File: src/valu_params.svh
`ifndef VALU_PARAMS_SVH
`define VALU_PARAMS_SVH

// operand width and lane widths
`define VALU_DATA_WIDTH 64
`define VALU_BYTE       8
`define VALU_HALF       16
`define VALU_WORD       32

// function codes, bit 0 of funcT is the msb
`define VALU_F_AND   6'd1
`define VALU_F_OR    6'd2
`define VALU_F_XOR   6'd3
`define VALU_F_NOT   6'd4
`define VALU_F_MOV   6'd5
`define VALU_F_ADD   6'd6
`define VALU_F_SUB   6'd7
`define VALU_F_MULEU 6'd8
`define VALU_F_MULOU 6'd9
`define VALU_F_SLL   6'd10
`define VALU_F_SRL   6'd11
`define VALU_F_SRA   6'd12
`define VALU_F_RTTH  6'd13
`define VALU_F_SQEU  6'd16
`define VALU_F_SQOU  6'd17

// ww field, lane width select
`define VALU_MODE_B 2'd0
`define VALU_MODE_H 2'd1
`define VALU_MODE_W 2'd2
`define VALU_MODE_D 2'd3

`endif

File: src/valuPkg.sv
`include "valu_params.svh"

package valuPkg;

    // all vectors ascend, so bit 0 is the msb and lane 0 sits at the top
    // of the register

    // full register operand or result
    typedef logic [0:`VALU_DATA_WIDTH-1] wordT;

    // even or odd lanes packed together for the multipliers
    typedef logic [0:`VALU_DATA_WIDTH/2-1] halfT;

    // function code from the decode stage
    typedef logic [0:5] funcT;

    // lane width field
    //   0 byte
    //   1 half-word
    //   2 word
    //   3 double-word
    typedef logic [0:1] laneModeT;

endpackage

File: src/laneAddSub.sv
`timescale 1ns/1ps
`include "valu_params.svh"

module laneAddSub (
    input  valuPkg::wordT     rAex,
    input  valuPkg::wordT     rBex,
    input  valuPkg::laneModeT wwEX,
    input  logic              subtract,  // high for sub, a + ~b + 1
    output valuPkg::wordT     sum
);
    localparam int SliceW    = `VALU_BYTE;
    localparam int NumSlices = `VALU_DATA_WIDTH / SliceW;

    valuPkg::wordT bOperand;          // rB or its complement
    logic [0:NumSlices-2] joinNext;   // slice i shares a lane with slice i+1
    logic [0:NumSlices-1] carryIn;
    wire  [1:NumSlices-1] carryOut;   // slice 0 is always a lane top, its carry drops
    wire  [0:SliceW-1]    sliceSum [0:NumSlices-1];

    assign bOperand = subtract ? ~rBex : rBex;

    // lane boundaries between byte slices, slice 0 most significant
    always_comb begin
        unique case (wwEX)
            `VALU_MODE_B: joinNext = 7'b0000000;  // every slice is its own lane
            `VALU_MODE_H: joinNext = 7'b1010101;
            `VALU_MODE_W: joinNext = 7'b1110111;
            `VALU_MODE_D: joinNext = 7'b1111111;  // one 64-bit chain
        endcase
    end

    for (genvar i = 0; i < NumSlices; i++) begin : gSlice
        // carry comes from the next less significant slice
        if (i == NumSlices - 1) begin : gLsb
            assign carryIn[i] = subtract;  // +1 of the two's complement
        end else begin : gChain
            assign carryIn[i] = joinNext[i] ? carryOut[i+1] : subtract;
        end

        if (i == 0) begin : gTop
            assign sliceSum[i] = rAex[i*SliceW +: SliceW] + bOperand[i*SliceW +: SliceW]
                               + {{(SliceW-1){1'b0}}, carryIn[i]};
        end else begin : gBody
            assign {carryOut[i], sliceSum[i]} = {1'b0, rAex[i*SliceW +: SliceW]}
                                              + {1'b0, bOperand[i*SliceW +: SliceW]}
                                              + {{SliceW{1'b0}}, carryIn[i]};
        end
    end

    // gather the slices back into one word
    always_comb begin
        for (int i = 0; i < NumSlices; i++) begin
            sum[i*SliceW +: SliceW] = sliceSum[i];
        end
    end

endmodule

File: config.mk
export PLATFORM = sky130hd
export DESIGN_NAME = laneAddSub
export DESIGN_NICKNAME = d
export VERILOG_FILES = /design/src/valuPkg.sv /design/src/laneAddSub.sv
export VERILOG_INCLUDE_DIRS = /design/src
export SDC_FILE = /design/constraint.sdc
export NUM_CORES = 1
export LEC_CHECK = 0
export BUFFER_PORTS_ARGS = -buffer_cell sky130_fd_sc_hd__buf_2
export CAP_MARGIN = 15
export CORE_ASPECT_RATIO = 1.5
export CORE_UTILIZATION = 30
export DETAILED_ROUTE_END_ITERATION = 12
export PLACE_DENSITY_LB_ADDON = 0.1
export SYNTH_ARGS = -nofsm -noshare
export SYNTH_HDL_FRONTEND = slang
export SYNTH_SLANG_ARGS = --single-unit
File: constraint.sdc
create_clock -name vclk -period 42.8
set_input_delay 6.42 -clock vclk [all_inputs]
set_output_delay 6.42 -clock vclk [all_outputs]
set_load 0.02 [all_outputs]
# Word-level counts from Yosys, hierarchy flattened
# Cells that the tools add are included.
# word_totals
regBits	0
output_inout_bits	64
in_bits	131
# op_classes
addsub	16
reduce_logical	1
mux	9
eq_ne	3
bitwise	1
# ops
cell	count
two-way mux 64 bit	1
inverter 64 bit	1
adder 8 x 8 -> 9 bit	7
adder 9 x 1 -> 9 bit	7
one-hot mux 7 bit (4 select lines)	1
adder 8 x 1 -> 8 bit	1
adder 8 bit	1
two-way mux 1 bit	7
== test 2 bit (second input constant)	2
== test 2 x 1 -> 1 bit (second input constant)	1
logical NOT 2 bit	1

# Depth between registers and ports, before layout
# logic_depth
ltp_word	18
ltp_mapped	60

# Worst setup path before layout
# Ideal clock, no wire load.
# synth_timing
path_type	input-to-output
start	input port subtract
end	output port sum[62]
setup_slack_ns	18.681
stages	60
arrival_ns	17.699
required_time_ns	36.380
n_path_buf	2
path_cell_list	buf_6 -> buf_2 -> xor2_1 -> inv_1 -> fa_1 -> nor2b_1 -> o31a_1 -> nor3_1 -> o21ai_0 -> o311ai_0 -> fa_1 -> fa_1 -> nor2b_1 -> o21ai_1 -> a21boi_1 -> o31a_1 -> o31ai_1 -> fa_1 -> [... 24 more ...] -> o21a_1 -> o21ai_0 -> a21oi_1 -> o31ai_1 -> fa_1 -> fa_1 -> nor2b_1 -> o21a_1 -> o21ai_1 -> nand2_1 -> a41oi_1 -> fa_1 -> fa_1 -> nor2b_1 -> o21ai_0 -> a21boi_0 -> mux2i_1 -> nand2_1
# synth_via
elab_chain_cells	17
# synth_lines
item	line_no	rtl
start: declaration	laneAddSub.sv:8	input logic subtract,
two-way mux 64 bit	laneAddSub.sv:20	assign bOperand = subtract ? ~rBex : rBex;
adder 8 x 8 -> 9 bit	laneAddSub.sv:45	+ {1'b0, bOperand[i*SliceW +: SliceW]}
adder 9 x 1 -> 9 bit	laneAddSub.sv:46	+ {{SliceW{1'b0}}, carryIn[i]};
two-way mux 1 bit	laneAddSub.sv:37	assign carryIn[i] = joinNext[i] ? carryOut[i+1] : subtract;
adder 9 x 1 -> 9 bit	laneAddSub.sv:46	
two-way mux 1 bit	laneAddSub.sv:37	
adder 9 x 1 -> 9 bit	laneAddSub.sv:46	
two-way mux 1 bit	laneAddSub.sv:37	
adder 9 x 1 -> 9 bit	laneAddSub.sv:46	
two-way mux 1 bit	laneAddSub.sv:37	
adder 9 x 1 -> 9 bit	laneAddSub.sv:46	
two-way mux 1 bit	laneAddSub.sv:37	
adder 9 x 1 -> 9 bit	laneAddSub.sv:46	
two-way mux 1 bit	laneAddSub.sv:37	
adder 9 x 1 -> 9 bit	laneAddSub.sv:46	
two-way mux 1 bit	laneAddSub.sv:37	
adder 8 x 1 -> 8 bit (*)	laneAddSub.sv:42	+ {{(SliceW-1){1'b0}}, carryIn[i]};
end: declaration	laneAddSub.sv:9	output valuPkg::wordT sum
# Mark *: on every way between the ends. The rest lies on a longest branch, timed or not.

# Final worst setup path
# Ends and elaborated chain as after synthesis.

==> flow_summary.html <==
<table>
<tr><th>Metric</th><th>Value</th></tr>
<tr><th colspan="2">Status</th></tr>
<tr><td>Result of the run</td><td>complete, no violations</td></tr>
<tr><th colspan="2">STA</th></tr>
<tr><td>Final Critical Period</td><td>25250 ps</td></tr>
<tr><td>Highest achievable clock rate</td><td>39.6 MHz</td></tr>
<tr><td>Number of slew-limit violations in the final report</td><td>0</td></tr>
<tr><td>Setup Viol. Count Final</td><td>0</td></tr>
<tr><td>Setup repair after global routing missed its margin</td><td>false</td></tr>
<tr><td>Number of hold violations in the final report</td><td>0</td></tr>
<tr><td>Normalized max-slew margin</td><td>0.482</td></tr>
<tr><td>Setup TNS</td><td>0 ps</td></tr>
<tr><td>Least setup slack across all paths after layout</td><td>17550 ps</td></tr>
<tr><td>Actual slew at the worst max-slew pin</td><td>777 ps</td></tr>
<tr><td>Final clock period utilization by the worst path</td><td>0.590</td></tr>
<tr><th colspan="2">Finish</th></tr>
<tr><td>Num sequential</td><td>0</td></tr>
<tr><td>Design Area, Final</td><td>4340 um^2</td></tr>
<tr><td>Area growth from synthesis to final layout</td><td>34.7%</td></tr>
<tr><td>Layout cells sized above 1</td><td>0.332</td></tr>
<tr><td>Sequential cell area</td><td>0 um^2</td></tr>
<tr><td>Count of fill cells added during filler insertion</td><td>1177</td></tr>
<tr><td>Multi-input logic area</td><td>3020 um^2</td></tr>
<tr><td>Layout clock buffer count</td><td>0</td></tr>
<tr><td>Net count, final</td><td>806</td></tr>
<tr><td>End-of-flow core utilization</td><td>0.412</td></tr>
<tr><th colspan="2">Yosys</th></tr>
<tr><td>Post-synthesis average cell area</td><td>7.74 um^2</td></tr>
<tr><td>Fraction of post-synthesis cell area in the top cell type by area</td><td>0.214</td></tr>
<tr><td>Post-synth design cell area</td><td>3220 um^2</td></tr>
<tr><td>Cell count after synthesis</td><td>416</td></tr>
<tr><td>Largest area contributor in the netlist</td><td>sky130_fd_sc_hd__ha_1</td></tr>
<tr><td>Proportion of synthesized chip area in sequential cells</td><td>0</td></tr>
<tr><td>Post-synth net total</td><td>617</td></tr>
<tr><td>Synth top area cells</td><td>sky130_fd_sc_hd__ha_1 21%, sky130_fd_sc_hd__xor2_1 18%, sky130_fd_sc_hd__fa_1 9.3%, sky130_fd_sc_hd__xnor2_1 9.0%, sky130_fd_sc_hd__o21a_1 5.4%</td></tr>
<tr><td>Synth warn</td><td>0</td></tr>
<tr><td>Synth cell types</td><td>42</td></tr>
<tr><th colspan="2">GRT</th></tr>
<tr><td>Antenna violations before repair</td><td>1</td></tr>
<tr><td>Leftover overflow at the end of global routing</td><td>0</td></tr>
<tr><td>First-pass GRT wire length</td><td>15000 um</td></tr>
<tr><td>Largest net degree at the start of global routing</td><td>48</td></tr>
<tr><td>Total routing resource utilization after global routing</td><td>0.164</td></tr>
<tr><td>Number of global-route vias before repair</td><td>3555</td></tr>
<tr><th colspan="2">Floorplanning</th></tr>
<tr><td>Die Ht</td><td>129 um</td></tr>
<tr><td>Floorplan die width</td><td>86.6 um</td></tr>
<tr><td>Row count</td><td>46</td></tr>
<tr><td>Boundary pin count</td><td>195</td></tr>
<tr><td>Area enclosed by the die boundary</td><td>11200 um^2</td></tr>
<tr><td>Core outline area</td><td>10500 um^2</td></tr>
<tr><td>Initial Util</td><td>0.306</td></tr>
<tr><th colspan="2">Power and ir drop</th></tr>
<tr><td>Worst supply voltage drop on vdd</td><td>0.0101 mV</td></tr>
<tr><td>Sequential fraction of design power</td><td>0</td></tr>
<tr><td>Clock power frac</td><td>0</td></tr>
<tr><td>Fraction of power consumed by combinational cells</td><td>1.000</td></tr>
<tr><td>Leak Pwr</td><td>0.00225 uW</td></tr>
<tr><td>Total power per unit cell area</td><td>26.1 nW/um^2</td></tr>
<tr><td>Post-route total power</td><td>113 uW</td></tr>
<tr><td>Internal power summed over all cells</td><td>46.0 uW</td></tr>
<tr><td>Power dissipated by switching net loads</td><td>67.3 uW</td></tr>
<tr><td>Switching share of total power</td><td>0.594</td></tr>
<tr><th colspan="2">Routing</th></tr>
<tr><td>Per-cell routed wire length</td><td>12.8 um</td></tr>
<tr><td>Residual DRC count</td><td>0</td></tr>
<tr><td>Count of antenna-violating nets left after detailed routing</td><td>0</td></tr>
<tr><td>Pre-antenna DRT Iters</td><td>5</td></tr>
<tr><td>Wire length reported by the detailed router</td><td>9580 um</td></tr>
<tr><td>Drt via density</td><td>4.69</td></tr>
<tr><td>DR vias</td><td>3505</td></tr>
<tr><td>Number of DRC markers in iteration 0</td><td>56</td></tr>
<tr><th colspan="2">Placement</th></tr>
<tr><td>Placement Cell Area</td><td>4340 um^2</td></tr>
<tr><td>Pre-CTS WS</td><td>17550 ps</td></tr>
<tr><td>Final Wtd Congestion</td><td>0.804</td></tr>
<tr><td>Detailed placement HPWL</td><td>8520 um</td></tr>
<tr><td>Total of buffers placed on input and output ports</td><td>195</td></tr>
<tr><th colspan="2">Clock tree</th></tr>
<tr><td>Quantity of gates resized following cts</td><td>0</td></tr>
<tr><td>Hold buffers post-CTS</td><td>0</td></tr>
<tr><td>Buffers inserted during post-CTS setup optimization</td><td>0</td></tr>
<tr><th colspan="2">Job</th></tr>
<tr><td>Count of maximum capacitance violations</td><td>0</td></tr>
<tr><th colspan="2">Worst hold path</th></tr>
<tr><td>Worst hold-check path type</td><td>input pin to output port</td></tr>
<tr><td>Startpoint of the worst hold path</td><td>rAex[0]</td></tr>
<tr><th colspan="2">Critical path</th></tr>
<tr><td>Crit path top cell by count</td><td>sky130_fd_sc_hd__fa_1</td></tr>
<tr><td>Crit-path leading delay family</td><td>adder cells</td></tr>
<tr><td>CP endpoint kind</td><td>output port</td></tr>
<tr><td>Buffers plus inverters on the worst setup path</td><td>4</td></tr>
<tr><td>Critical path start-end classification</td><td>input pin to output port</td></tr>
<tr><td>Largest fanout on the critical path</td><td>23</td></tr>
<tr><td>Data arrival time at the worst-slack endpoint</td><td>18830 ps</td></tr>
<tr><td>Critical Path Source</td><td>subtract</td></tr>
<tr><td>Required time of the worst setup path</td><td>36380 ps</td></tr>
<tr><td>Critical-path cell with the highest stage delay</td><td>sky130_fd_sc_hd__fa_1</td></tr>
<tr><td>CP startpoint kind</td><td>input pin</td></tr>
<tr><td>Max incr delay on CP</td><td>440 ps</td></tr>
</table>
[cell usage in the layout (no fill, tap or decap), drive strengths merged, types with 10 or more instances in the layout]
cell type / n
buf: 196
fa: 15
ha: 55
inv: 41
nor2b: 15
xor2: 65
nor3: 15
nand2: 10
xnor2: 33
nor2: 40
a21oi: 18
o21ai: 26
o21a: 23
[metal layers]
metal / GRT usage / up-vias / routed length [um]
li1: - / 1808 / -
met1: 0.162 / 1575 / 3510
met2: 0.359 / 118 / 5390
met3: 0.0250 / 4 / 617
met4: 0.00882 / 0 / 51
met5: 0 / - / 0
[cell usage after synthesis, types with 2 or more instances]
| cell type | count |
|---|---|
| sky130_fd_sc_hd__xor2_1 | 65 |
| sky130_fd_sc_hd__ha_1 | 55 |
| sky130_fd_sc_hd__inv_1 | 41 |
| sky130_fd_sc_hd__nor2_1 | 40 |
| sky130_fd_sc_hd__xnor2_1 | 33 |
| sky130_fd_sc_hd__o21a_1 | 23 |
| sky130_fd_sc_hd__o21ai_0 | 23 |
| sky130_fd_sc_hd__a21oi_1 | 16 |
| sky130_fd_sc_hd__fa_1 | 15 |
| sky130_fd_sc_hd__nor2b_1 | 15 |
| sky130_fd_sc_hd__nor3_1 | 15 |
| sky130_fd_sc_hd__nand2_1 | 10 |
| sky130_fd_sc_hd__o31a_1 | 8 |
| sky130_fd_sc_hd__buf_2 | 7 |
| sky130_fd_sc_hd__o211ai_1 | 6 |
| sky130_fd_sc_hd__nand3b_1 | 5 |
| sky130_fd_sc_hd__a221oi_1 | 3 |
| sky130_fd_sc_hd__o21ai_1 | 3 |
| sky130_fd_sc_hd__o31ai_1 | 3 |
| sky130_fd_sc_hd__a21oi_2 | 2 |
| sky130_fd_sc_hd__a2bb2oi_1 | 2 |
| sky130_fd_sc_hd__a41oi_1 | 2 |
| sky130_fd_sc_hd__nand2b_1 | 2 |
| sky130_fd_sc_hd__nand3_1 | 2 |
| sky130_fd_sc_hd__o21bai_1 | 2 |
| sky130_fd_sc_hd__o22a_1 | 2 |
[power by group through the flow]
stage / combinational (uW) / sequential (uW) / clock, uW
3_3_place_gp: 114 / 0 / 0
4_1_cts: 115 / 0 / 0
2_1_floorplan: 78.6 / 0 / 0
6_report: 113 / 0 / 0.00000313
3_5_place_dp: 114 / 0 / 0
5_1_grt: 125 / 0 / 0.00000313
[metrics by stage]
stage,hold slack (ps),instances
floorplan,12960,416
finish,13150,748
detailed placement,13150,747
CTS,13150,747
global route,13170,748
global placement,13150,747
[cell families after synthesis]
logic type	share of synthesized area
AO/OA/AOI/OAI	0.223
XOR/XNOR	0.267
AND/OR/NAND/NOR	0.133
adder cells (fa/ha/maj)	0.307
buffers and inverters	0.0633
multiplexers	0.00738
[tightest hold or removal path, stage by stage]
cell                     delay, ps
sky130_fd_sc_hd__buf_2         100
sky130_fd_sc_hd__xor2_1         60
sky130_fd_sc_hd__buf_2         150
[area by class of cell]
type,instances,area share
inverters,41,0.0355
repair buffers,196,0.227
well taps,144,0.0415
diodes,1,0.000577
multi-input cells,366,0.695
[final timing paths]
kind / cells past startpoint / end / slack (ps)
worst min-delay path: 3 / sum[0] / 13150
worst max-delay path: 60 / sum[62] / 17550
Note: power is estimated with default switching activity, not from simulation.
